File: src/rtl/vp_consts.svh
// Constants for clock dividers, cartridge sizes, download indices and ROM width
`ifndef VP_CONSTS_SVH
`define VP_CONSTS_SVH

//////////////////////////////
// Clock-enable dividers
//////////////////////////////

// CPU enable period in clk_sys cycles
`define VP_CPU_DIV_NTSC 8
`define VP_CPU_DIV_PAL 12

// VDC enable period in clk_sys cycles
`define VP_VDC_DIV_NTSC 6
`define VP_VDC_DIV_PAL 10

//////////////////////////////
// Cartridge images
//////////////////////////////

// Image byte counts that pick a bank layout
`define VP_CART_4K 4096
`define VP_CART_8K 8192
`define VP_CART_16K 16384

// Cartridge ROM address width, 16 KiB
`define VP_ROM_AW 14

//////////////////////////////
// Download indices
//////////////////////////////

// XROM image, flat 4K map
`define VP_DL_IDX_XROM 2

// First index that is not a cartridge (font)
`define VP_DL_IDX_FONT 3

`endif
File: src/rtl/vp_clk_enables.sv
// CPU and VDC clock-enable pulse generators for NTSC and PAL timing
`timescale 1ns/100ps
`include "vp_consts.svh"

module vp_clk_enables (
	input  logic clk_sys,
	input  logic reset,
	input  logic pal_i,
	output logic cpu_en_o,
	output logic vdc_en_o
);

	// Channel 0 is the CPU, channel 1 the VDC
	logic [3:0] cnt [2];
	logic [3:0] last [2];
	logic [1:0] en_q;
	logic       pal_q;

	// Last count before wrap, per mode
	assign last[0] = pal_i ? 4'(`VP_CPU_DIV_PAL - 1) : 4'(`VP_CPU_DIV_NTSC - 1);
	assign last[1] = pal_i ? 4'(`VP_VDC_DIV_PAL - 1) : 4'(`VP_VDC_DIV_NTSC - 1);

	always_ff @(posedge clk_sys or posedge reset) begin
		if (reset) begin
			pal_q <= 1'b0;
			en_q  <= '0;
			for (int ch = 0; ch < 2; ch++) begin
				cnt[ch] <= '0;
			end
		end else begin
			pal_q <= pal_i;
			for (int ch = 0; ch < 2; ch++) begin
				if (pal_i != pal_q) begin  // Mode change restarts both
					cnt[ch]  <= '0;
					en_q[ch] <= 1'b0;
				end else if (cnt[ch] >= last[ch]) begin
					cnt[ch]  <= '0;
					en_q[ch] <= 1'b1;
				end else begin
					cnt[ch]  <= cnt[ch] + 4'd1;
					en_q[ch] <= 1'b0;
				end
			end
		end
	end

	assign cpu_en_o = en_q[0];
	assign vdc_en_o = en_q[1];

endmodule

File: config.mk
export PLATFORM = sky130hd
export DESIGN_NAME = vp_clk_enables
export DESIGN_NICKNAME = d
export VERILOG_FILES = /design/src/rtl/vp_clk_enables.sv
export VERILOG_INCLUDE_DIRS = /design/src /design/src/rtl
export SDC_FILE = /design/constraint.sdc
export NUM_CORES = 1
export LEC_CHECK = 0
export BUFFER_PORTS_ARGS = -buffer_cell sky130_fd_sc_hd__buf_2
export CORE_AREA = 10 10 47 49
export DETAILED_ROUTE_END_ITERATION = 7
export DIE_AREA = 0 0 57 59
export SYNTH_ARGS = -nofsm -noshare
export SYNTH_HDL_FRONTEND = slang
export SYNTH_SLANG_ARGS = --single-unit
File: constraint.sdc
create_clock -name clk_sys -period 3.05 [get_ports clk_sys]
set_clock_uncertainty 0.2 [all_clocks]
set_input_delay 0.7625 -clock clk_sys [delete_from_list [all_inputs] [get_ports clk_sys]]
set_output_delay 0.7625 -clock clk_sys [all_outputs]
set_load 0.02 [all_outputs]
; Yosys cells after proc, flatten, opt, wreduce, memory -nomap -nowiden
; Index checks and enable logic that the tools add are counted.
[word_totals]
out_inout_bits = 2
regBits = 11
[op_classes]
magnitude_cmp = 2
n_eq_ne = 1
muxes = 10
add_sub_neg = 2
[op_table]
columns = cell, n
row1 = 4-bit two-way mux, 6
row2 = 4-bit by 1-bit adder with 4-bit output (second input constant), 2
row3 = 4-bit >= comparator, 2
row4 = 1-bit two-way mux, 4
row5 = 1-bit inequality test, 1

; Depth between registers and ports, before layout
[depth]
depth_word = 4
ltp_mapped = 5
depth_no_buf = 5

; Least setup slack after synthesis
; Ideal clock, no wire load.
[synth_timing]
path_kind = input -> register
from = input port pal_i
to = register en_q[1]
arrival_time_ns = 1.531
path_stages = 5
path_slack_ns = 1.199
path_buffers = 0
cell_sequence = inv_1 -> ha_1 -> a21oi_1 -> o21ai_0 -> and2_2
[synth_between]
elab_chain_len = 4
[synth_lines]
columns = element, line_no
row1 = "start, declared", vp_clk_enables.sv:8  ; input logic pal_i,
row2 = 4-bit two-way mux, vp_clk_enables.sv:21  ; assign last[1] = pal_i ? 4'(`VP_VDC_DIV_PAL - 1) : 4'(`VP_VDC_DIV_NTSC - 1);
row3 = 4-bit >= comparator, vp_clk_enables.sv:36  ; end else if (cnt[ch] >= last[ch]) begin
row4 = 1-bit two-way mux, vp_clk_enables.sv:36
row5 = 1-bit two-way mux *, vp_clk_enables.sv:33  ; if (pal_i != pal_q) begin
row6 = "end signal, assigned", vp_clk_enables.sv:26  ; en_q <= '0;
row7 = "end signal, assigned by index", vp_clk_enables.sv:35  ; en_q[ch] <= 1'b0;
row8 = "end signal, assigned by index", vp_clk_enables.sv:38  ; en_q[ch] <= 1'b1;
row9 = "end, declared", vp_clk_enables.sv:16  ; logic [1:0] en_q;
; Mark *: on every way between the ends. The rest lies on a longest branch, timed or not.

; Final worst setup path
; Same ends and word-level chain as after synthesis.

==> flow_summary.yaml <==
run_status:
  run_status: "completed"
global_routing:
  first_pass_grt_wire_length_um: 1460
  largest_net_degree_at_the_start_of_global_routing: 12
  initial_antenna_violation_count: 0
  globalRoute.totalOverflow: 0
  first_global_vias: 348
  track_usage_pct: 5.63
critical_path:
  end_kind: "flip-flop"
  rr_startpoint: "cnt[3]$_DFF_PP0_"
  source_of_the_critical_timing_path: "pal_i"
  stages_on_the_worst_setup_path: 6
  r2r_setup_slack_ps: 1570
  worstReg2RegEnd: "en_q[1]$_DFF_PP0_"
  worst_setup_path_start_kind: "input pin"
  worstSetupEndpoint: "en_q[1]$_DFF_PP0_"
  cp_slowest_stage_delay_ps: 310
  worst-path-max-fanout: 5
  worst_ep_arrival_time_ps: 1790
  critical-path-slowest-cell: "sky130_fd_sc_hd__ha_1"
  timing.reg2reg.worst_path_depth: 4
  critPathKind: "in -> reg"
  cpLargestDelayFamily: "compound AO/OA/AOI/OAI gates"
  worst_ep_required_time_ps: 3010
  cp_cell_sequence: "buf_2 -> inv_1 -> ha_1 -> a21oi_1 -> o21ai_0 -> and2_2"
  critPathBufInv: 2
clock_tree:
  tritoncts: "yes"
  clock_tree.root_cell: "sky130_fd_sc_hd__clkbuf_4"
  cts_resized: 0
  cts_hold_repair.buffers: 0
  post_cts.repair.setup_buffers: 0
  clock_sink_count: 11
  clk_path_buf_depth: 2
  clock_insertion_delay_worst_skew_ps: 260
  cts-htree-levels: 1
  tritoncts.num_buffers: 3
  clkTransAtPathRegs_ps: 70
drt:
  dr.pass1.iters: 1
  drt_iter0_markers: 0
  routedWlPerCell_um: 12.0
  antenna_left: 0
  detailed_route_via_count: 335
  drc_violation_count_after_routing: 0
  route.final.wire_length_um: 889
  viasPerCell: 4.53
finish:
  finalNetCount: 70
  finalInstanceArea_um2: 626
  synthToLayoutAreaGrowth_pct: 11.9
  layout-drive-gt1-share_pct: 20.7
  antenna_cells: 0
  post-route-util_pct: 44.6
timing:
  slew-limit-headroom_pct: 72.3
  rsz0062_at_grt: "no"
  tightest_slew_ps: 415
  setup_total_negative_slack_ps: 0
  timing.final.max_slew_violations: 0
  number_of_hold_violations_in_the_final_report: 0
  layout_worst_path_cycle_share_pct: 59.9
  achievable-frequency_ghz: 0.547
  finalWorstSetupSlack_ps: 1220
  finalSetupViolations: 0
  timing.final.crit_period_ps: 1830
yosys:
  synth_async_sr_flop_share_pct: 100
  synth-seq-area-share_pct: 49.2
  synth_area_leaders: "sky130_fd_sc_hd__dfrtp_1, sky130_fd_sc_hd__ha_1, sky130_fd_sc_hd__nor2_1, sky130_fd_sc_hd__inv_1, sky130_fd_sc_hd__xnor2_1"
  synth_cell_type_count: 17
  synth_edf_count: 0
  postSynthAreaPerCell_um2: 11.2
  postSynth.topFlopCell: "sky130_fd_sc_hd__dfrtp_1"
  syn-cell-area_um2: 559
  synth_top_area_share_pct: 49.2
  yosys.area.top_type: "sky130_fd_sc_hd__dfrtp_1"
  postSynthRegisterBits: 11
  synth.net_count: 61
  yosysWarnings: 0
  syn_inst: 50
power:
  power.density_nw_per_um2: 568
  power.sequential.fraction_pct: 50.8
  pwr-share-clk_pct: 28.5
  worst_ir_drop_vdd_v: 0.000214
  internal_cell_power_uw: 247
  pwr-share-comb_pct: 20.8
  p_sw_share_pct: 30.4
  power_leakage_nw: 0.330
  netSwitchingPower_uw: 108
placement:
  hpwl_um: 685
  dpl_cell_area_um2: 599
  portBuffers: 4
  post-place-ws_ps: 941
  place_congestion: 0.695
die:
  core_area_um2: 1400
  horizontal_extent_of_the_die_um: 57
  row_count: 14
  initial_utilization_pct: 39.9
  die_area_um2: 3360
  pin_count: 5
  vertical_die_dimension_um: 59
hold_path:
  hp-class: "reg -> reg"
job:
  maxCapViolations: 0
==> power by group through the flow <==
stage | clock [mW] | combinational [mW] | sequential, mW
after detailed placement | 0 | 0.0759 | 0.183
after CTS | 0.106 | 0.0760 | 0.181
after floorplan | 0 | 0.0567 | 0.183
after global routing | 0.115 | 0.0844 | 0.182
after global placement | 0 | 0.0724 | 0.183
final | 0.101 | 0.0737 | 0.180
==> worst min path at each step <==
stage                           from               end  slack [ps]  cells past startpoint
global route        cnt[4]$_DFF_PP0_  cnt[4]$_DFF_PP0_         280                      1
floorplan           cnt[4]$_DFF_PP0_  cnt[4]$_DFF_PP0_         230                      1
detailed placement  cnt[4]$_DFF_PP0_  cnt[4]$_DFF_PP0_         250                      1
global placement    cnt[4]$_DFF_PP0_  cnt[4]$_DFF_PP0_         250                      1
CTS                 cnt[4]$_DFF_PP0_  cnt[4]$_DFF_PP0_         260                      1
finish              cnt[4]$_DFF_PP0_  cnt[4]$_DFF_PP0_         260                      1
==> registers in the layout, indices dropped and copies added, names as in the netlist <==
signal and count:
cnt 8, en_q 2, pal_q 1
==> synth_stat cells, types with 2 or more instances <==
library cell and instances:
sky130_fd_sc_hd__dfrtp_1 11, sky130_fd_sc_hd__inv_1 6, sky130_fd_sc_hd__xnor2_1 2, sky130_fd_sc_hd__nor2_1 7, sky130_fd_sc_hd__ha_1 8, sky130_fd_sc_hd__nand3_1 3
sky130_fd_sc_hd__a21oi_1 2, sky130_fd_sc_hd__xor2_1 2
==> per-stage QoR <==
stage	hold slack, ps	power, mW	instances
after floorplan	230	0.239	50
after global placement	249	0.255	70
after detailed placement	255	0.259	70
after CTS	265	0.363	74
after global routing	278	0.382	74
final	262	0.355	74
==> final cells by class <==
| cell class | instances | area (um^2) |
|---|---|---|
| inverter | 6 | 22.5 |
| timing repair buffer | 4 | 20.0 |
| fill | 148 | 776 |
| clock buffer | 4 | 26.3 |
| sequential | 11 | 275 |
| tap | 16 | 20.0 |
| multi-input combinational | 33 | 262 |
==> layer usage <==
metal  GRT usage (%)  part of all wire [%]  vias up
met5               0                     0        -
met1            6.34                    51      151
met3            2.79                   4.3        2
met4            4.03                   1.0        0
li1                -                     -      177
met2            8.06                    44        5
==> worst register-to-register path, delay by kind of cell, from the launching register on <==
family | cells | cell delay [ps]
AO/OA/AOI/OAI | 2 | 320
flip-flops | 1 | 390
AND/OR/NAND/NOR | 1 | 170
adder cells (fa/ha/maj) | 1 | 300
==> kinds of logic after synthesis <==
logic type      synth area share (%)
buf+inv                         4.03
fa+ha+maj                       17.9
simple gates                    13.4
xor+xnor                        9.17
flops                           49.2
compound gates                  6.26
==> placed cells by master, fill, tap and decap left out <==
| cell | n |
|---|---|
| sky130_fd_sc_hd__nor2b_1 | 1 |
| sky130_fd_sc_hd__a21boi_0 | 1 |
| sky130_fd_sc_hd__and2_2 | 1 |
| sky130_fd_sc_hd__nand3_2 | 1 |
| sky130_fd_sc_hd__clkbuf_1 | 1 |
| sky130_fd_sc_hd__a21oi_1 | 2 |
| sky130_fd_sc_hd__xor2_1 | 2 |
| sky130_fd_sc_hd__ha_1 | 8 |
| sky130_fd_sc_hd__xnor2_2 | 1 |
| sky130_fd_sc_hd__xnor2_1 | 2 |
| sky130_fd_sc_hd__nand2_1 | 1 |
| sky130_fd_sc_hd__inv_1 | 6 |
| sky130_fd_sc_hd__o21ai_0 | 1 |
| sky130_fd_sc_hd__clkbuf_4 | 3 |
| sky130_fd_sc_hd__nand3_1 | 3 |
| sky130_fd_sc_hd__nor2_2 | 1 |
| sky130_fd_sc_hd__dfrtp_1 | 11 |
| sky130_fd_sc_hd__buf_2 | 4 |
| sky130_fd_sc_hd__o211ai_2 | 1 |
| sky130_fd_sc_hd__nor2_1 | 7 |
Note: power is estimated with default switching activity, not from simulation.
