**src/rtl/vp_consts.svh**
```systemverilog
// Constants for clock dividers, cartridge sizes, download indices and ROM width
`ifndef VP_CONSTS_SVH
`define VP_CONSTS_SVH

//////////////////////////////
// Clock-enable dividers
//////////////////////////////

// CPU enable period in clk_sys cycles
`define VP_CPU_DIV_NTSC 8
`define VP_CPU_DIV_PAL 12

// VDC enable period in clk_sys cycles
`define VP_VDC_DIV_NTSC 6
`define VP_VDC_DIV_PAL 10

//////////////////////////////
// Cartridge images
//////////////////////////////

// Image byte counts that pick a bank layout
`define VP_CART_4K 4096
`define VP_CART_8K 8192
`define VP_CART_16K 16384

// Cartridge ROM address width, 16 KiB
`define VP_ROM_AW 14

//////////////////////////////
// Download indices
//////////////////////////////

// XROM image, flat 4K map
`define VP_DL_IDX_XROM 2

// First index that is not a cartridge (font)
`define VP_DL_IDX_FONT 3

`endif
```
**src/rtl/vp_pkg.sv**
```systemverilog
// Vector typedefs and packed structs shared by the glue logic
package vp_pkg;

	// Plain vectors
	typedef logic [11:0] cart_addr_t;  // Console cartridge address
	typedef logic [13:0] rom_addr_t;   // Cartridge ROM address
	typedef logic [7:0]  byte_t;
	typedef logic [24:0] dl_addr_t;    // Download byte address
	typedef logic [15:0] img_size_t;   // Image byte count
	typedef logic [23:0] rgb24_t;
	typedef logic [3:0]  vdc_color_t;  // R, G, B, luma

	// Joystick word, active high
	// [0] right [1] left [2] down [3] up [4] action [5] reset
	// [6..14] numpad 1 to 9, [15] numpad 0
	typedef logic [15:0] joy_raw_t;

	// PS/2 event: [10] toggle, [9] pressed, [8] extended, [7:0] scancode
	typedef logic [10:0] ps2_key_t;

	// Download stream from the host
	typedef struct packed {
		logic     active;
		logic     wr;
		byte_t    index;
		dl_addr_t addr;
		byte_t    data;
	} dl_port_t;

	// Console cartridge outputs
	typedef struct packed {
		cart_addr_t addr;
		logic       bs0;
		logic       bs1;
		logic       rd_n;
		logic       cs_n;
	} cart_bus_t;

	// Joystick lines to the console, bit 1 port A, bit 0 port B
	typedef struct packed {
		logic [1:0] up_n;
		logic [1:0] down_n;
		logic [1:0] left_n;
		logic [1:0] right_n;
		logic [1:0] action_n;
		logic       reset_n;
	} joy_ctrl_t;

	// Key event for the keyboard matrix
	typedef struct packed {
		logic  valid;
		logic  released;
		byte_t ascii;
	} key_evt_t;

endpackage

```
**src/rtl/vp_cart_mapper.sv**
```systemverilog
// Download tracking, image size count, XROM flag and cartridge ROM address/enable
`timescale 1ns/100ps
`include "vp_consts.svh"

module vp_cart_mapper (
	input  logic              clk_sys,
	input  logic              reset,
	input  vp_pkg::dl_port_t  dl_i,
	input  vp_pkg::cart_bus_t cart_i,
	output vp_pkg::rom_addr_t rom_addr_o,
	output logic              rom_wr_o,
	output logic              rom_rd_o,
	output vp_pkg::byte_t     rom_data_o
);
	import vp_pkg::*;

	logic      dl_active_q;
	logic      is_cart;       // Index 0..2 targets the cartridge
	logic      dl_start;
	logic      xrom_q;
	img_size_t img_size_q;
	rom_addr_t map_addr;

	assign is_cart  = dl_i.index[1:0] < 2'(`VP_DL_IDX_FONT);
	assign dl_start = dl_i.active & ~dl_active_q & is_cart;

	always_ff @(posedge clk_sys or posedge reset) begin
		if (reset) begin
			dl_active_q <= 1'b0;
			xrom_q      <= 1'b0;
			img_size_q  <= '0;
		end else begin
			dl_active_q <= dl_i.active;
			if (dl_start) begin
				xrom_q     <= dl_i.index == byte_t'(`VP_DL_IDX_XROM);
				img_size_q <= img_size_t'(dl_i.wr);  // First byte may come with the edge
			end else if (dl_i.active & dl_i.wr & is_cart) begin
				img_size_q <= img_size_q + 16'd1;
			end
		end
	end

	// Bank layout by image size; A10 is not used below 16K
	always_comb begin
		if (xrom_q) begin
			map_addr = {2'b00, cart_i.addr};
		end else begin
			case (img_size_q)
				img_size_t'(`VP_CART_4K):
					map_addr = {2'b00, cart_i.bs0, cart_i.addr[11], cart_i.addr[9:0]};
				img_size_t'(`VP_CART_8K):
					map_addr = {1'b0, cart_i.bs1, cart_i.bs0, cart_i.addr[11],
						cart_i.addr[9:0]};
				img_size_t'(`VP_CART_16K):
					map_addr = {cart_i.bs1, cart_i.bs0, cart_i.addr};
				default:
					map_addr = {3'b000, cart_i.addr[11], cart_i.addr[9:0]};
			endcase
		end
	end

	assign rom_addr_o = (dl_i.active & is_cart) ? dl_i.addr[`VP_ROM_AW-1:0] : map_addr;
	assign rom_wr_o   = dl_i.active & dl_i.wr & is_cart;
	assign rom_data_o = dl_i.data;

	// XROM keeps the ROM off the bus while cs_n and bs0 are both high
	assign rom_rd_o = xrom_q ? (~cart_i.rd_n & ~(cart_i.cs_n & cart_i.bs0)) : ~cart_i.rd_n;

endmodule

```
**config.mk**
```make
export PLATFORM = sky130hd
export DESIGN_NAME = vp_cart_mapper
export DESIGN_NICKNAME = d
export VERILOG_FILES = /design/src/rtl/vp_pkg.sv /design/src/rtl/vp_cart_mapper.sv
export VERILOG_INCLUDE_DIRS = /design/src /design/src/rtl
export SDC_FILE = /design/constraint.sdc
export NUM_CORES = 1
export LEC_CHECK = 0
export ABC_AREA = 1
export BUFFER_PORTS_ARGS = -buffer_cell sky130_fd_sc_hd__buf_4
export CORE_MARGIN = 1.5
export CORE_UTILIZATION = 47
export DETAILED_ROUTE_END_ITERATION = 10
export HOLD_SLACK_MARGIN = 0.03
export PLACE_DENSITY = 0.85
export SLEW_MARGIN = 5
export SYNTH_ARGS = -nofsm -noshare
export SYNTH_HDL_FRONTEND = slang
export SYNTH_SLANG_ARGS = --single-unit
export TNS_END_PERCENT = 5
```
**constraint.sdc**
```tcl
create_clock -name clk_sys -period 2.2 [get_ports clk_sys]
set_input_delay 0.44 -clock clk_sys [delete_from_list [all_inputs] [get_ports clk_sys]]
set_output_delay 0.44 -clock clk_sys [all_outputs]
set_load 0.02 [all_outputs]
```
* Word-level counts from Yosys, hierarchy flattened
Index checks and enable logic that the tools add are counted.
Word-level totals: register bits 18, bits of input ports 61, output and inout bits 24, logic and storage cells 26
Operators by class: add/subtract/negate cells 1, magnitude comparators 1, eq/ne operators 4, mux-type cells 6, bitwise operators 10, reductions and logical operators 1
Operators by type and width (number):
- $pmux 14 s3 | 1
- $mux 16 | 2
- $mux 14 | 2
- $add 16x1->16 const B | 1
- $eq 16x13->1 const B | 1
- $eq 16x14->1 const B | 1
- $eq 16x15->1 const B | 1
- $eq 8x2->1 const B | 1
- $and 1x1->1 | 7
- $not 1->1 | 3
- $lt 2x2->1 const B | 1
- $reduce_bool 2->1 | 1
- $mux 1 | 1

* Longest topological paths before layout
Gate-level depths: netlist of the first run.
depth in word-level cells 4, gate-level depth with buffers 10, depth with buffers taken out 10

* Least setup slack after synthesis of the first run
Ideal clock, no wire load.
path type reg-to-output, start point reg img_size_q[0], end point out rom_addr_o[13], arrival 1.456 ns, data required time 1.760 ns, setup slack 0.304 ns, stages on the path, launching flop included 7, buffers on the path 0, path through dfrtp_1 -> inv_1 -> ha_1 -> nand2_1 -> nor2_2 -> nand4_1 -> o21ai_0
On the way: cells in the longest elaborated chain, start to end 4, elaborated cells between the ends (all ways) 6, classes of those cells eq/ne (3); mux (3)
RTL lines:
- from (decl) | line vp_cart_mapper.sv:21 | img_size_t img_size_q;
- from (signal assigned) | line vp_cart_mapper.sv:36 | img_size_q <= img_size_t'(dl_i.wr);
- from (signal assigned) | line vp_cart_mapper.sv:38 | img_size_q <= img_size_q + 16'd1;
- $eq 16x15->1 (tied with other cells) | line vp_cart_mapper.sv:48 | case (img_size_q)
- $pmux 14 s3 (*) | line vp_cart_mapper.sv:48
- $mux 14 (*) | line vp_cart_mapper.sv:45 | if (xrom_q) begin
- $mux 14 (*) | line vp_cart_mapper.sv:62 | assign rom_addr_o = (dl_i.active & is_cart) ? dl_i.addr[`VP_ROM_AW-1:0] : map_addr;
- to (decl) | line vp_cart_mapper.sv:10 | output vp_pkg::rom_addr_t rom_addr_o,
Every way passes the cells marked *; elsewhere a longest branch is shown, timed or not.

* Worst setup path after layout of the first run
start point reg img_size_q[1], end point out rom_addr_o[11]
Same word-level chain as after synthesis.

==> results of run 1 <==
==> through the flow <==
| step | setup slack [ps] | instances | setup TNS, ps |
|---|---|---|---|
| finish | -23.3 | 313 | -54.7 |
| global route | -149 | 313 | -405 |
| CTS | 3.32 | 305 | 0 |
| detailed placement | 261 | 301 | 0 |
| global placement | 289 | 301 | 0 |
| floorplan | 304 | 221 | 0 |
==> flip-flops by register name, indices dropped and copies added (netlist names) <==
signal / flops
xrom_q: 1
dl_active_q: 1
img_size_q: 16
==> cell type report <==
class                   count  area, µm²
clock buffers               4       36.3
fillers                   244        953
inverters                  24       90.1
multi-input cells         168        923
flip-flops and latches     18        452
well taps                  33       41.3
repair buffers             66        507
==> report_power, final <==
part	internal, mW	switching [mW]
Clock	0.101	0.113
Combinational	0.152	0.161
Sequential	0.342	0.0144
==> final timing paths <==
| check | to | slack [ps] |
|---|---|---|
| worst max-delay path | rom_addr_o[11] | -20 |
| worst min-delay path | img_size_q[12] | 230 |
| worst max register to register | img_size_q[12] | 520 |
| worst min register to register | img_size_q[9] | 510 |
| max in group asynchronous | img_size_q[9] | 1490 |
| min in group clk_sys | dl_active_q | 260 |
==> synth_stat cells, drive strengths merged <==
cell	number	area [µm²]
o21bai	1	11.3
clkbuf	1	3.75
inv	24	90.1
ha	2	25.0
a21oi	10	50.1
nor3b	2	15.0
xor2	1	8.76
buf	10	68.8
nand2	72	288
nand4	5	31.3
nand3	18	108
nor4	1	6.26
dfrtp	18	450
o21ai	14	70.1
nor2	32	183
nor4b	1	8.76
nor3	8	40.0
a31o	1	8.76
==> cell families after synthesis <==
kind of cell,count (synthesis)
XOR/XNOR,1
AND/OR/NAND/NOR,139
adder cells (fa/ha/maj),2
buffers and inverters,35
flip-flops,18
AO/OA/AOI/OAI,26
==> per-layer routing <==
layer / track usage [%] / routed length (µm) / share of wire [%]
met2: 33.5 / 2050 / 51
met1: 30.1 / 1710 / 42
met4: 6.17 / 26 / 0.64
met5: 0 / 0 / 0
met3: 3.08 / 256 / 6.3
==> timing repair <==
item / 4_1_cts / 5_1_grt
hold buffers: 0 / 0
pin swaps: 1 / 10
endpoints found under the setup margin: 3 / 4
resized for setup: 3 / 21
hold endpoints to repair: 0 / 0
buffers inserted: 0 / 8
==> out/results.txt, run 1 <==
RR Startpoint: img_size_q[1]
vias in the first global route: 1316
most common cell after layout, fill and taps aside: nand2_1
#FFs+latches synth: 18
largest family of logic cells by synthesized area: simple AND/OR/NAND/NOR gates
CP startpoint: img_size_q[1]
Max-Cap Viols: 0
Hold Path Class: in2async
gpl congestion: 0.878
Vias: 1617
Final Hold Viols: 0
largest fanout on the critical path: 6
Setup CP Type: reg2out
most frequent CP cell: nand2_2
drt wl/cell: 12.9 µm
iteration-0 DRC count of the detailed router: 64
Clock Latency Late Sink: 310 ps
CTS tree: built
layout cells sized above 1: 37.1%
Top Family by Delay on Critical Path: simple AND/OR/NAND/NOR gates
io pins: 85
largest net degree at the start of global routing: 19
startpoint types: register
placed cell areas: 0.00187 mm²
Worst Clk Skew: 2.17 ps
overall track demand over capacity in global routing: 21.2%
Die X-Extent: 58.9 µm
Final nets: 344
sequential fraction of the synthesis area: 30.7%
Worst Slack Setup Final: -23.3 ps
post-synth cell types: 29
die area: 0.00346 mm²
XOR/XNOR Fraction of Synth Area: 0.597%
Peak VDD IR: 461 µV
Slowest-stage cell, CP: dfrtp_1
FP Rows: 20
GR Overflow Total: 0
CTS max path bufs: 2
Post-Syn Area: 0.00147 mm²
# DRC: 0
cell count along the critical path: 11
DP Wirelength: 2.85 mm
Initial Utilization: 48.8%
total power: 0.884 mW
Inserted Diodes: 0
mux cell area share after synthesis: 0%
status: finished with violations
H-tree depth: 1
CTS Root Cell: clkbuf_4
pwr/cell area: 431 mW/mm²
worst slew pin tran: 691 ps
DRT Pass-1 Iters: 4
Post-Synthesis Cells: 221
Max-slew headroom: 53.9%
Clock transition at path regs: 110 ps
worst reg-to-reg path cell count: 9
Setup-failing EPs final: 3
number of vias per cell: 5.17
Arr. time, crit path: 1780 ps
RSZ-0062 raised after global routing: true
Core ar.: 0.00300 mm²
total CTS buffers: 3
design area: 0.00205 mm²
crit-path cells: inv_2 > ha_4 > nand2_4 > nor2_4 > nand3_2 > nand3_2 > nand2_2 > nand2_2 > nand2_2 > nand2_2 > buf_6
synth warn: 0
Die Y: 58.9 µm
CP peak stage delay: 430 ps
Final period util: 101%
Area growth syn-to-layout: 39.8%
final core utilization: 68.3%
first-pass GRT wire length: 5.71 mm
antenna-violating nets left: 0
most frequent cells in the layout: nand2_1 (64), buf_4 (63), nor2_1 (22), inv_1 (19), dfrtp_1 (17)
number of port buffers: 57
CP required: 1760 ps
worst path bufs/invs: 2
Net Count, Synth: 284
fin. max-slew vios: 0
Max Fclk: 0.450 GHz
hold slack final: 230 ps
CTS sink cnt: 18
Pleak: 1.07 nW
Routed WL: 4.05 mm
Synth Area in Compound Gates: 9.56%
Simple-Gate Fraction of Synth Area: 46.3%
fin crit period: 2220 ps
capturing element type of the critical path: output pin
failing checks: negative setup slack
Avg Cell Area, Syn: 6.64 µm²
Synth Area in Adders: 1.71%
antenna violations before repair: 0
Power figures use the tool's default switching activity.
==> run 2, diff against run 1 <==
Settings changed: CORE_UTILIZATION 47 to 30, PLACE_DENSITY 0.85 to not set.
==> run 2 against run 1 <==
  * The run now ends clean
  * Final area about the same
  * Die area is 53% higher
  * Sequential share of layout area hardly changed
  * Clock power grew 31%
  * Flip-flop and latch count is the same
  * Register-to-register slack got worse by 30 ps
  * Via count shrank 3.3%
  * Core utilization is 25 points lower
  * Clock skew increased by 1.4 ps
  * Critical path type unchanged
  * Critical endpoint is now rom_addr_o[10]
  * Largest cell class unchanged
==> out/results.txt, run 2 (synthesis results as in run 1) <==
DP Wirelength: 2.99 mm
Inserted Diodes: 0
worst slew pin tran: 722 ps
Final period util: 92.8%
most common cell after layout, fill and taps aside: nand2_1
first-pass GRT wire length: 6.09 mm
drt wl/cell: 11.5 µm
CP Capture Point: rom_addr_o[10]
max reg flops: 16
antenna-violating nets left: 0
Peak VDD IR: 214 µV
Die X-Extent: 72.9 µm
io pins: 85
Fillers: 519
die area: 0.00532 mm²
CP required: 1760 ps
status: complete, no violations
Setup CP Type: reg2out
iteration-0 DRC count of the detailed router: 36
antenna violations before repair: 0
Core ar.: 0.00472 mm²
Max Fclk: 0.490 GHz
layout cells sized above 1: 34.7%
startpoint types: register
fin. max-slew vios: 0
total CTS buffers: 3
Clock Latency Late Sink: 260 ps
CP startpoint: img_size_q[15]
Arr. time, crit path: 1600 ps
Top Family by Delay on Critical Path: simple AND/OR/NAND/NOR gates
Slowest-stage cell, CP: dfrtp_1
Setup-failing EPs final: 0
vias in the first global route: 1394
Area growth syn-to-layout: 39.7%
RR Startpoint: img_size_q[0]
Cell Count, Final, Fillers Out: 344
multi-input logic area: 896 µm²
Die Y: 72.9 µm
H-tree depth: 1
total power: 0.914 mW
Pleak: 1.05 nW
CP peak stage delay: 430 ps
Initial Utilization: 31.0%
Final nets: 341
register area: 450 µm²
gpl congestion: 0.811
CTS max path bufs: 2
capturing element type of the critical path: output pin
Worst Clk Skew: 3.54 ps
most frequent cells in the layout: nand2_1 (66), buf_4 (63), inv_1 (19), nor2_1 (19), dfrtp_1 (18)
Max-Cap Viols: 0
Final Hold Viols: 0
cell count along the critical path: 8
largest reg by FF count: img_size_q
CTS sink cnt: 18
fin crit period: 2040 ps
number of vias per cell: 4.55
largest fanout on the critical path: 4
Largest regs: img_size_q (16), dl_active_q (1), xrom_q (1)
overall track demand over capacity in global routing: 14.6%
R2R Setup Slk: 490 ps
worst path bufs/invs: 1
number of port buffers: 57
pwr/cell area: 446 mW/mm²
worst reg-to-reg path cell count: 10
CTS Root Cell: clkbuf_8
GR Overflow Total: 0
Vias: 1564
Routed WL: 3.97 mm
crit-path cells: nor2_2 > nand3_1 > nor2_4 > nand2_1 > nand2_1 > a21oi_1 > a21oi_1 > buf_4
Max-slew headroom: 51.8%
CTS tree: built
R2R Path End: img_size_q[12]
DRT Pass-1 Iters: 4
placed cells: 335
largest net degree at the start of global routing: 19
Clock transition at path regs: 70 ps
FP Rows: 25
Hold Path Class: in2async
# DRC: 0
run 2: changes by cell type in the layout (fill, tap and decap cells not counted), moves of 2 or more:
cell,delta
nor2_2,+3
nor2_1,-3
nand2_1,+2
nand3_2,-5
clkbuf_4,-3
nand3_1,+5
clkbuf_8,+3
buf_6,-3
run 2: worst min path at each step:
stage               cells past startpoint          start            end
global route                            1       dl_i[42]    dl_active_q
CTS                                     1       dl_i[42]    dl_active_q
global placement                        1  img_size_q[9]  img_size_q[9]
finish                                  2          reset  img_size_q[4]
detailed placement                      1  img_size_q[9]  img_size_q[9]
floorplan                               1          reset    dl_active_q
run 2: layout make-up:
type | instances | area share, %
multi-input combinational | 168 | 43.7
sequential | 18 | 22.0
clock buffer | 4 | 2.69
inverter | 24 | 4.40
tap | 67 | 4.09
timing repair buffer | 63 | 23.1
run 2: power breakdown:
part | switching [mW] | leakage [nW] | internal, mW
Sequential | 0.0132 | 0.246 | 0.343
Clock | 0.121 | 0.0288 | 0.159
Combinational | 0.146 | 0.774 | 0.132
run 2: layer usage:
metal  wire length (µm)  vias up  track usage [%]
li1                   -      819                -
met1               1780      716             18.8
met2               2020       25             24.7
met3                137        4             3.04
met4                 38        0             3.77
met5                  0        -                0
run 2: through the flow:
step	util, %	setup TNS, ps	instance area (µm²)	hold WS [ps]	worst slack (ps)
2_1_floorplan	-	0	1470	379	304
3_3_place_gp	40.5	0	1910	527	288
3_5_place_dp	40.5	0	1910	545	282
4_1_cts	41.8	0	1970	300	31.7
5_1_grt	43.4	-8.54	2050	305	-8.54
6_report	43.4	0	2050	299	159
run 2: timing repair:
item	4_1_cts	5_1_grt
cloned	0	0
hold buffers	0	0
setup buffers	0	5
resized for setup	1	13
endpoints found under the setup margin	1	4
pin swaps	0	2
