==> src/rtl/vp_consts.svh <==
// Constants for clock dividers, cartridge sizes, download indices and ROM width
`ifndef VP_CONSTS_SVH
`define VP_CONSTS_SVH

//////////////////////////////
// Clock-enable dividers
//////////////////////////////

// CPU enable period in clk_sys cycles
`define VP_CPU_DIV_NTSC 8
`define VP_CPU_DIV_PAL 12

// VDC enable period in clk_sys cycles
`define VP_VDC_DIV_NTSC 6
`define VP_VDC_DIV_PAL 10

//////////////////////////////
// Cartridge images
//////////////////////////////

// Image byte counts that pick a bank layout
`define VP_CART_4K 4096
`define VP_CART_8K 8192
`define VP_CART_16K 16384

// Cartridge ROM address width, 16 KiB
`define VP_ROM_AW 14

//////////////////////////////
// Download indices
//////////////////////////////

// XROM image, flat 4K map
`define VP_DL_IDX_XROM 2

// First index that is not a cartridge (font)
`define VP_DL_IDX_FONT 3

`endif
==> src/rtl/vp_pkg.sv <==
// Vector typedefs and packed structs shared by the glue logic
package vp_pkg;

	// Plain vectors
	typedef logic [11:0] cart_addr_t;  // Console cartridge address
	typedef logic [13:0] rom_addr_t;   // Cartridge ROM address
	typedef logic [7:0]  byte_t;
	typedef logic [24:0] dl_addr_t;    // Download byte address
	typedef logic [15:0] img_size_t;   // Image byte count
	typedef logic [23:0] rgb24_t;
	typedef logic [3:0]  vdc_color_t;  // R, G, B, luma

	// Joystick word, active high
	// [0] right [1] left [2] down [3] up [4] action [5] reset
	// [6..14] numpad 1 to 9, [15] numpad 0
	typedef logic [15:0] joy_raw_t;

	// PS/2 event: [10] toggle, [9] pressed, [8] extended, [7:0] scancode
	typedef logic [10:0] ps2_key_t;

	// Download stream from the host
	typedef struct packed {
		logic     active;
		logic     wr;
		byte_t    index;
		dl_addr_t addr;
		byte_t    data;
	} dl_port_t;

	// Console cartridge outputs
	typedef struct packed {
		cart_addr_t addr;
		logic       bs0;
		logic       bs1;
		logic       rd_n;
		logic       cs_n;
	} cart_bus_t;

	// Joystick lines to the console, bit 1 port A, bit 0 port B
	typedef struct packed {
		logic [1:0] up_n;
		logic [1:0] down_n;
		logic [1:0] left_n;
		logic [1:0] right_n;
		logic [1:0] action_n;
		logic       reset_n;
	} joy_ctrl_t;

	// Key event for the keyboard matrix
	typedef struct packed {
		logic  valid;
		logic  released;
		byte_t ascii;
	} key_evt_t;

endpackage

==> src/rtl/vp_palette.sv <==
// Registered NTSC and PAL colour lookup from the VDC RGB+luma code
`timescale 1ns/100ps

module vp_palette (
	input  logic               clk_sys,
	input  logic               reset,
	input  logic               pal_i,
	input  vp_pkg::vdc_color_t color_i,
	output vp_pkg::rgb24_t     rgb_o
);
	import vp_pkg::*;

	// Calibrated NTSC colours, index is {R, G, B, luma}
	localparam rgb24_t NTSC_LUT [16] = '{
		24'h000000, 24'h676767,  // Black
		24'h1a37be, 24'h5c80f6,  // Blue
		24'h006d07, 24'h56c469,  // Green
		24'h2aaabe, 24'h77e6eb,  // Cyan
		24'h790000, 24'hc75151,  // Red
		24'h94309f, 24'hdc84e8,  // Magenta
		24'h77670b, 24'hc6b86a,  // Yellow
		24'hcecece, 24'hffffff   // White
	};

	// PAL set is flatter
	localparam rgb24_t PAL_LUT [16] = '{
		24'h000000, 24'h494949,
		24'h0000b6, 24'h4949ff,
		24'h00b601, 24'h49ff49,
		24'h00b6c9, 24'h49ffff,
		24'hb60000, 24'hff4949,
		24'hb600b6, 24'hff49ff,
		24'hb6b600, 24'hffff49,
		24'hb6b6b6, 24'hffffff
	};

	always_ff @(posedge clk_sys or posedge reset) begin
		if (reset) begin
			rgb_o <= '0;
		end else begin
			rgb_o <= pal_i ? PAL_LUT[color_i] : NTSC_LUT[color_i];
		end
	end

endmodule

==> config.mk <==
export PLATFORM = sky130hd
export DESIGN_NAME = vp_palette
export DESIGN_NICKNAME = d
export VERILOG_FILES = /design/src/rtl/vp_consts.svh /design/src/rtl/vp_pkg.sv /design/src/rtl/vp_palette.sv
export SDC_FILE = /design/constraint.sdc
export NUM_CORES = 1
export LEC_CHECK = 0
export ABC_AREA = 1
export CELL_PAD_IN_SITES_DETAIL_PLACEMENT = 1
export CELL_PAD_IN_SITES_GLOBAL_PLACEMENT = 1
export CORE_UTILIZATION = 45
export CTS_CLUSTER_DIAMETER = 120
export CTS_CLUSTER_SIZE = 25
export DETAILED_ROUTE_END_ITERATION = 6
export DONT_BUFFER_PORTS = 1
export GPL_TIMING_DRIVEN = 1
export HOLD_SLACK_MARGIN = 0.05
export PLACE_DENSITY = 0.87
export SETUP_SLACK_MARGIN = 0.05
export SLEW_MARGIN = 20
export SYNTH_ARGS = -nofsm -noshare
export SYNTH_HDL_FRONTEND = slang
export SYNTH_SLANG_ARGS = --single-unit
==> constraint.sdc <==
create_clock -name clk_sys -period 0.8 [get_ports clk_sys]
set_clock_uncertainty 0.1 [all_clocks]
set_input_delay 0.12 -clock clk_sys [delete_from_list [all_inputs] [get_ports clk_sys]]
set_output_delay 0.12 -clock clk_sys [all_outputs]
set_load 0.005 [all_outputs]
## Word-level counts from Yosys, hierarchy flattened

Memories as Yosys holds them, arrays and structs flattened.
Index checks and enable logic that the tools add are counted.

| storage, ports and cells | value |
|---|---|
| register bits | 24 |
| bits in read-only memories | 768 |
| bits of input ports | 7 |
| output and inout port bits | 24 |
| logic and storage cells | 10 |
| memories kept | 2 |

| cells by class | value |
|---|---|
| magnitude comparators | 1 |
| multiplexer cells | 5 |
| bitwise logic cells | 1 |

Memories:

| memory | depth | width | rd ports | clocked after Yosys merged registers in | wr ports | RTL line | text |
|---|---|---|---|---|---|---|---|
| (name not given) | 16 | 24 | 1 | 0 | 0 | vp_palette.sv:41 | `rgb_o <= pal_i ? PAL_LUT[color_i] : NTSC_LUT[color_i];` |
| (name not given) | 16 | 24 | 1 | 0 | 0 | vp_palette.sv:41 |  |

Operators by type and width:

| kind | number |
|---|---|
| $mux W24 | 5 |
| $ge A5 B5 Y1 const B | 1 |
| $not A4 Y5 | 1 |

## Logic depth before layout (Yosys ltp)

Gate-level depths: netlist of the first run.

| logic depth | value |
|---|---|
| depth in word-level cells | 5 |
| gate-level depth with buffers | 7 |
| depth with buffers taken out | 7 |

## Least setup slack after synthesis of the first run

No wires, ideal clock.

| timing | value |
|---|---|
| kind | input to register |
| start | input color_i[0] |
| end | register rgb_o[8] |
| library setup time | 0.129 ns |
| data arrival time | 0.908 ns |
| required time | 0.571 ns |
| path slack | -0.337 ns |
| stages on the path | 6 |
| buffers on the path | 0 |
| cells stage by stage | inv_1 ha_1 nor2_1 nor2_2 o21ai_0 nand3_1 |

| between the ends | value |
|---|---|
| longest elaborated chain between the ends | 5 |
| elaborated cells on any way between the ends | 8 |
| classes of those cells | mux (5); bitwise (1); memory (2) |

Ends and longest elaborated chain:

| what | RTL line | text |
|---|---|---|
| start, declared | vp_palette.sv:8 | `input vp_pkg::vdc_color_t color_i,` |
| $not A4 Y5 (not written as such) * | vp_palette.sv:41 |  |
| $mem_v2 Z16 W24 | -- |  |
| $mux W24 (not written as such) (2 in a row) | vp_palette.sv:41 |  |
| $mux W24 * | vp_palette.sv:41 |  |
| end signal, assigned | vp_palette.sv:41 |  |
| end, declared | vp_palette.sv:9 | `output vp_pkg::rgb24_t rgb_o` |

Every way passes the cells marked *; elsewhere a longest branch is shown, timed or not. The select of a mux whose other input is x is not followed.

## Worst setup path in the final report of the first run

| timing | value |
|---|---|
| start | register rgb_o[8] |
| end | output rgb_o[8] |

No word-level cell between the ends.

==> results of run 1 <==
per-stage QoR:
stage	setup TNS (ns)	setup WS [ns]	hold slack [ns]	util, %
after floorplan	-5.00	-0.313	0.0346	-
after global placement	-6.07	-0.347	-0.0939	53.2
after detailed placement	-7.14	-0.397	-0.0843	53.2
after CTS	-4.31	-0.173	-0.291	59.9
after global routing	-5.46	-0.198	-0.241	67.2
final	-4.81	-0.183	-0.228	67.2
cell type report:
cell class	instances	area [um^2]	share of cell area, %
clock buffers	4	36.3	1.91
inverters	11	73.8	3.88
multi-input cells	125	925	48.7
flip-flops and latches	24	601	31.6
well taps	31	38.8	2.04
repair buffers	25	226	11.9
path summary, 6_finish.rpt:
| check | end | slack [ns] | depth (start not counted) |
|---|---|---|---|
| worst max-delay path | rgb_o[8] | -0.18 | 0 |
| worst min-delay path | rgb_o[15]$_DFF_PP0_ | -0.23 | 1 |
| max in group asynchronous | rgb_o[2]$_DFF_PP0_ | 0.26 | 3 |
| min in group asynchronous | rgb_o[10]$_DFF_PP0_ | 0.11 | 3 |
where the power goes:
part	total, mW	switching (mW)	internal (mW)
Clock	0.666	0.387	0.279
Combinational	0.734	0.432	0.302
Sequential	1.39	0.0593	1.33
Total	2.79	0.878	1.91
repair_timing:
action                                  CTS  global route
gates cloned                              0             0
pin swaps                                 9            21
resized for setup                        30            46
endpoints found under the hold margin    48            23
hold buffers                              3             1
endpoints found under the setup margin   41            45
setup buffers                             2             5
layout by cell type (no fill, tap or decap):
cell type,Yosys,final
o21ai_1,0,5
or2_4,0,1
o211ai_1,4,4
nand2_2,4,17
ha_4,0,6
o21ai_0,10,3
inv_2,1,1
clkbuf_8,0,1
nand3_1,32,12
nand3_2,2,22
dlymetal6s4s_1,0,1
clkinvlp_4,0,2
dlygate4sd3_1,0,3
o21ai_2,0,2
dfrtp_1,24,24
inv_1,8,2
buf_4,1,14
nand2_4,1,6
nor2_4,2,4
nand2_1,59,41
buf_6,4,7
clkinv_8,1,1
inv_4,1,5
ha_1,8,2
clkbuf_4,0,3
per-layer routing:
metal	GRT usage (%)	up-vias	share of wire, %
met4	13.6	0	3.2
met1	37.4	661	42
met3	3.63	15	5.1
li1	-	583	-
met2	46.0	66	50
met5	0	-	0
Yosys cell counts:
cell type and number:
inv_1 8, nand2_2 4, ha_1 8, buf_8 1, inv_2 1, nand3_1 32
buf_6 4, buf_4 1, nor2_4 2, nand2_1 59, clkinv_8 1, o21ai_0 10
inv_4 1, nor2_1 1, nand3_2 2, or2_2 1, dfrtp_1 24, o211ai_1 4
nor2_2 1, nand2_4 1
cells by family after synthesis:
| group | after synthesis |
|---|---|
| buffers and inverters | 17 |
| flip-flops | 24 |
| AND/OR/NAND/NOR | 103 |
| AO/OA/AOI/OAI | 14 |
| adder cells (fa/ha/maj) | 8 |
==> results.py, run 1 <==
metrics = {
    "critical_path": {
        "required_ns": 0.58,
        "cp-start-kind": "register",
        "crit_start": "rgb_o[8]$_DFF_PP0_",
        "crit_fanout": 1,
        "endpoint_kind": "output pin",
        "worstPathArrival_ns": 0.76,
        "critPathKind": "reg2out",
    },
    "synth": {
        "syn-cell-area_um2": 1380,
        "yosys-mux-area-fraction_pct": 0,
        "ys_ff_latch": 24,
        "synth_nets": 181,
        "yosysWarnings": 0,
        "postSynthCellCount": 166,
        "yosysSeqAreaShare_pct": 43.5,
        "synth_top_family_by_area": "simple AND/OR/NAND/NOR gates",
        "synth_top_cell_by_area": "dfrtp_1",
        "synthSimpleGateAreaFrac_pct": 34.5,
        "synth_xor_area_share_pct": 0,
        "avgSynthCellArea_um2": 8.32,
        "synth_compound_area_share_pct": 5.80,
        "synth_cell_type_count": 20,
        "synth_top_cell_area_share_pct": 43.5,
        "ys_top_cells_by_area": "dfrtp_1, nand2_1, nand3_1",
        "synth_fa_ha_area_share_pct": 7.25,
    },
    "layout": {
        "finalInstanceArea_um2": 1900,
        "drive_gt1_share_pct": 48.7,
        "fill_cells": 300,
        "fin_cells": 220,
        "largest_reg_flops": 24,
        "n_antenna_cell": 0,
        "top_register": "rgb_o",
        "reg_top3": "rgb_o x24",
        "nets": 205,
        "area_growth_syn_to_layout_pct": 37.6,
    },
    "power": {
        "vdd_drop_max_v": 0.000806,
        "finalPower_mw": 2.79,
        "power_density_nw_per_um2": 1470,
        "power.leakage_nw": 0.911,
    },
    "global_routing": {
        "grt_pass1_wl_um": 6820,
        "grt-ovfl-total": 0,
        "grt_pass1_vias": 1312,
        "grt_max_degree": 28,
        "grt_usage_pct": 28.4,
        "antenna_found_initial": 0,
    },
    "timing": {
        "worstMarginPinSlew_ns": 0.407,
        "hold_viol_final": 22,
        "rsz0062_at_grt": "true",
        "finalWorstSetupSlack_ns": -0.183,
        "fmax_mhz": 1020,
        "maxSlewViolCount": 0,
        "fin_hold_ws_ns": -0.228,
        "fin_crit_sh_pct": 123,
        "setup_viol": 38,
        "slew_headroom_pct": 72.8,
        "period_needed_ns": 0.983,
    },
    "outcome": {
        "status": "finished, violations left",
        "violations": "DRC, hold timing, setup timing",
    },
    "placement": {
        "placedInstanceArea_um2": 1510,
        "port_buffers": 0,
        "hpwl_um": 2990,
        "place_inst": 206,
        "place.gp.congestion": 0.945,
    },
    "die": {
        "rows": 19,
        "die_area_um2": 3300,
        "chipHeight_um": 57.4,
        "die-width_um": 57.4,
        "ios": 31,
        "start_util_pct": 48.8,
        "core_area_um2": 2830,
    },
    "clock_network": {
        "cts_max_path_buffers": 2,
        "cts_tree": "done",
        "clk_pin_slew_worst_paths_ns": 0.14,
        "htreeDepth": 1,
        "cts_buffers": 3,
        "cts_root_buf": "clkbuf_4",
        "clkSinkCount": 24,
    },
    "detailed_routing": {
        "vias": 1325,
        "routedWlPerCell_um": 23.1,
        "vias_per_cell": 6.02,
        "first_iter_violations": 58,
        "ant_nets": 0,
        "drc_errors": 1,
        "drt-total-wl_um": 5090,
        "first_pass_iters": 6,
    },
    "worst_hold_path": {
        "min_from": "pal_i",
        "hold_path.class": "in2reg",
    },
    "job": {
        "cap_violations": 0,
    },
}
(Power assumes the default switching activity.)
==> run 2: changes to the inputs <==
--- a/config.mk
+++ b/config.mk
@@ -10,7 +10,7 @@
 export CELL_PAD_IN_SITES_GLOBAL_PLACEMENT = 1
 export CORE_UTILIZATION = 45
 export CTS_CLUSTER_DIAMETER = 120
-export CTS_CLUSTER_SIZE = 25
+export CTS_CLUSTER_SIZE = 28
 export DETAILED_ROUTE_END_ITERATION = 6
 export DONT_BUFFER_PORTS = 1
 export GPL_TIMING_DRIVEN = 1
==> constraint.sdc (replaced) <==
create_clock -name clk_sys -period 0.8 [get_ports clk_sys]
set_clock_uncertainty 0.1 [all_clocks]
set_input_delay 0.2 -clock clk_sys [delete_from_list [all_inputs] [get_ports clk_sys]]
set_output_delay 0.2 -clock clk_sys [all_outputs]
set_load 0.005 [all_outputs]
==> run 2 against run 1 <==
Net effect:
- the flow still finishes with violations (DRC, hold timing, setup timing)
- via count is 6.9% higher
- cell count is 0.45% lower
- sequential share of layout area is 0.75 points lower
- power is 2.8% higher
- largest power group unchanged
- first-iteration DRC count is 62% higher
==> results.py, run 2 (synthesis gave the netlist of run 1 again) <==
metrics = {
    "critical_path": {
        "cp-endpoint": "rgb_o[8]",
        "crit_start": "rgb_o[8]$_DFF_PP0_",
        "critPathKind": "reg2out",
        "worstPathArrival_ns": 0.75,
        "crit_fanout": 1,
        "required_ns": 0.50,
        "endpoint_kind": "output pin",
        "cp-start-kind": "register",
        "path_depth": 0,
    },
    "layout": {
        "final_cell_mix": "nand2_1, dfrtp_1, nand3_2",
        "multi_input_area_um2": 957,
        "final_common_cell": "nand2_1",
        "nets": 204,
        "top_register": "rgb_o",
        "fill_cells": 286,
        "area_growth_syn_to_layout_pct": 40.9,
        "fin_cells": 219,
        "largest_reg_flops": 24,
        "drive_gt1_share_pct": 52.7,
        "regArea_um2": 601,
        "reg_top3": "rgb_o x24",
        "n_antenna_cell": 0,
    },
    "clock_network": {
        "clkSinkCount": 24,
        "cts_root_buf": "clkbuf_4",
        "clk_pin_slew_worst_paths_ns": 0.14,
        "cts_max_path_buffers": 2,
        "cts_buffers": 3,
        "cts_tree": "done",
        "cts_hold_buf": 1,
        "htreeDepth": 1,
    },
    "die": {
        "chipHeight_um": 57.4,
        "core_area_um2": 2830,
        "die_area_um2": 3300,
        "start_util_pct": 48.8,
        "ios": 31,
        "die-width_um": 57.4,
        "rows": 19,
    },
    "global_routing": {
        "grtUsageMet1_pct": 39.3,
        "use_met2_pct": 53.0,
        "grt_max_degree": 28,
        "grt_pass1_vias": 1380,
        "grt.busiest_layer": "met2",
        "antenna_found_initial": 0,
        "grt-ovfl-total": 0,
        "grt_usage_pct": 31.1,
        "grt_pass1_wl_um": 7510,
        "met3_usage_pct": 4.76,
    },
    "placement": {
        "hpwl_um": 2880,
        "place_inst": 203,
        "place.gp.congestion": 0.974,
        "port_buffers": 0,
    },
    "worst_hold_path": {
        "hold_path.class": "in2async",
    },
    "detailed_routing": {
        "vias_per_cell": 6.47,
        "ant_nets": 0,
        "vias": 1417,
        "first_pass_iters": 6,
        "first_iter_violations": 94,
        "routedWlPerCell_um": 25.1,
        "drc_errors": 3,
        "drt-total-wl_um": 5500,
    },
    "power": {
        "power.switching_mw": 0.929,
        "power_density_nw_per_um2": 1470,
        "intPower_mw": 1.94,
        "clockPowerShare_pct": 23.9,
        "combPwrFrac_pct": 27.7,
        "seq_power_share_pct": 48.4,
        "vdd_drop_max_v": 0.000654,
        "power.leakage_nw": 0.914,
        "sw_frac_of_total_pct": 32.4,
    },
    "timing": {
        "fin_crit_sh_pct": 131,
        "rsz0062_at_grt": "true",
        "period_needed_ns": 1.05,
        "fmax_mhz": 952,
        "final.setup.tns_ns": -7.40,
        "slew_headroom_pct": 65.3,
        "fin_hold_ws_ns": -0.347,
        "maxSlewViolCount": 0,
        "hold_viol_final": 40,
        "setup_viol": 43,
        "worstMarginPinSlew_ns": 0.520,
        "finalWorstSetupSlack_ns": -0.251,
    },
    "outcome": {
        "status": "finished, violations left",
        "violations": "DRC, hold timing, setup timing",
    },
    "job": {
        "cap_violations": 0,
    },
}
[run 2: layout make-up]
| type | instances | share of cell area, % |
|---|---|---|
| clock buffer | 4 | 1.86 |
| inverter | 11 | 3.98 |
| sequential | 24 | 30.8 |
| tap | 31 | 1.99 |
| multi-input combinational | 125 | 49.2 |
| timing repair buffer | 24 | 12.1 |
[run 2: through the flow]
stage	power [mW]	hold WS, ns	utilization, %	setup slack (ns)	instance area, um^2
final	2.87	-0.347	68.8	-0.251	1950
after global routing	2.95	-0.300	68.8	-0.263	1950
after CTS	2.64	-0.313	61.8	-0.240	1750
after detailed placement	1.89	0.0368	52.5	-0.516	1490
after global placement	1.86	0.0175	52.5	-0.450	1490
after floorplan	1.79	-0.0221	-	-0.393	1430
[run 2: repair_timing]
item | CTS | global route
resized for setup | 48 | 39
endpoints found under the setup margin | 43 | 46
setup buffers | 7 | 6
endpoints found under the hold margin | 47 | 45
gates cloned | 0 | 0
pin swaps | 20 | 27
[run 2: how the worst min path moves through the flow]
stage,startpoint,to,slack [ns]
after floorplan,reset,rgb_o[0]$_DFF_PP0_,-0.02
after global placement,reset,rgb_o[14]$_DFF_PP0_,0.02
after detailed placement,reset,rgb_o[14]$_DFF_PP0_,0.04
after CTS,reset,rgb_o[14]$_DFF_PP0_,-0.31
after global routing,reset,rgb_o[14]$_DFF_PP0_,-0.30
final,reset,rgb_o[14]$_DFF_PP0_,-0.35
[run 2: per-layer routing]
layer / vias to the layer above / routed length (um)
li1: 590 / -
met1: 721 / 2210
met2: 81 / 2740
met3: 25 / 312
met4: 0 / 238
met5: - / 0
[run 2: power by group through the flow]
stage | sequential (mW) | clock, mW | combinational, mW
after floorplan | 1.40 | 0 | 0.388
final | 1.39 | 0.684 | 0.794
after CTS | 1.39 | 0.655 | 0.598
after detailed placement | 1.41 | 0 | 0.474
after global placement | 1.41 | 0 | 0.450
after global routing | 1.40 | 0.716 | 0.840
==> run 3: changes to the inputs <==
--- a/config.mk
+++ b/config.mk
@@ -15,7 +15,7 @@
 export DONT_BUFFER_PORTS = 1
 export GPL_TIMING_DRIVEN = 1
 export HOLD_SLACK_MARGIN = 0.05
-export PLACE_DENSITY = 0.87
+export PLACE_DENSITY_LB_ADDON = 0.1
 export SETUP_SLACK_MARGIN = 0.05
 export SLEW_MARGIN = 20
 export SYNTH_ARGS = -nofsm -noshare
==> run 3 against run 2 <==
Net effect:
- core utilization rose by 3.6 points
- cell count increased by 1.4%
- first-iteration DRC count shrank 31%
- critical endpoint is now rgb_o[21]
- the flow still finishes with violations (DRC, hold timing, setup timing)
- largest power group unchanged
==> results.py, run 3 (synthesis gave the netlist of run 1 again) <==
metrics = {
    "clock_network": {
        "cts_hold_buf": 1,
        "cts_tree": "done",
        "clkSinkCount": 24,
        "cts_buffers": 3,
        "clk_pin_slew_worst_paths_ns": 0.15,
        "cts_max_path_buffers": 2,
        "htreeDepth": 1,
        "cts_root_buf": "clkbuf_4",
    },
    "layout": {
        "largest_reg_flops": 24,
        "final_common_cell": "nand2_1",
        "area_growth_syn_to_layout_pct": 48.4,
        "fin_cells": 222,
        "finish.utilization_pct": 72.4,
        "n_antenna_cell": 0,
        "nets": 207,
        "final_cell_mix": "nand2_1, dfrtp_1, nand3_2",
        "top_register": "rgb_o",
        "reg_top3": "rgb_o x24",
        "drive_gt1_share_pct": 56.0,
    },
    "die": {
        "die_area_um2": 3300,
        "die-width_um": 57.4,
        "ios": 31,
        "core_area_um2": 2830,
        "chipHeight_um": 57.4,
        "start_util_pct": 48.8,
        "rows": 19,
    },
    "critical_path": {
        "cp-start-kind": "register",
        "critPathKind": "reg2out",
        "crit_start": "rgb_o[21]$_DFF_PP0_",
        "endpoint_kind": "output pin",
        "crit_fanout": 1,
        "worstPathArrival_ns": 0.76,
        "required_ns": 0.50,
    },
    "timing": {
        "slew_headroom_pct": 64.6,
        "period_needed_ns": 1.06,
        "fin_hold_ws_ns": -0.348,
        "final.setup.tns_ns": -7.89,
        "setup_viol": 44,
        "hold_viol_final": 39,
        "worstMarginPinSlew_ns": 0.529,
        "finalWorstSetupSlack_ns": -0.257,
        "fmax_mhz": 946,
        "maxSlewViolCount": 0,
        "rsz0062_at_grt": "true",
        "fin_crit_sh_pct": 132,
    },
    "detailed_routing": {
        "vias_per_cell": 6.41,
        "ant_nets": 0,
        "drt-total-wl_um": 5850,
        "vias": 1422,
        "first_iter_violations": 65,
        "first_pass_iters": 6,
        "routedWlPerCell_um": 26.4,
        "drc_errors": 2,
    },
    "power": {
        "vdd_drop_max_v": 0.000784,
        "power.leakage_nw": 0.964,
        "finalPower_mw": 2.90,
        "power_density_nw_per_um2": 1410,
    },
    "global_routing": {
        "grt_pass1_vias": 1432,
        "grt-ovfl-total": 0,
        "antenna_found_initial": 0,
        "grt_pass1_wl_um": 7360,
        "grt_max_degree": 28,
        "grt_usage_pct": 30.6,
    },
    "placement": {
        "place.gp.congestion": 0.860,
        "place_inst": 210,
        "hpwl_um": 2910,
        "port_buffers": 0,
        "place_ws_ns": -0.495,
    },
    "worst_hold_path": {
        "hold_path.class": "in2async",
    },
    "job": {
        "cap_violations": 0,
    },
    "outcome": {
        "status": "finished, violations left",
        "violations": "DRC, hold timing, setup timing",
    },
}
[run 3: layer usage]
layer,GRT usage (%),routed length [um],vias to the layer above
met3,6.58,294,18
li1,-,-,601
met2,49.5,3010,72
met4,16.0,171,0
met5,0,0,-
met1,38.1,2380,731
[run 3: final timing paths]
path	depth (start not counted)	end	slack, ns
worst min-delay path	1	rgb_o[6]$_DFF_PP0_	-0.35
min in group clk_sys	1	rgb_o[15]$_DFF_PP0_	-0.13
max in group asynchronous	1	rgb_o[12]$_DFF_PP0_	0.62
worst max-delay path	0	rgb_o[21]	-0.26
[run 3: stage by stage]
stage               area (um^2)  hold WS, ns
floorplan                  1430      -0.0221
global placement           1560       0.0277
detailed placement         1560       0.0305
CTS                        1820       -0.330
global route               2050       -0.309
finish                     2050       -0.348
[run 3: area by class of cell]
type                       instances  area, um^2
tap                               31        38.8
fill                             289         779
multi-input combinational        125        1040
timing repair buffer              27         253
inverter                          11        77.6
sequential                        24         601
clock buffer                       4        36.3
[run 3: what timing repair did]
action,4_1_cts,5_1_grt
pin swaps,25,16
endpoints found under the setup margin,42,45
gates resized for setup,49,47
buffers inserted,3,4
endpoints found under the hold margin,47,45
[run 3: power breakdown]
part	switching, mW	total (mW)	internal, mW
Sequential	0.0606	1.39	1.33
Combinational	0.495	0.836	0.341
Clock	0.393	0.672	0.278
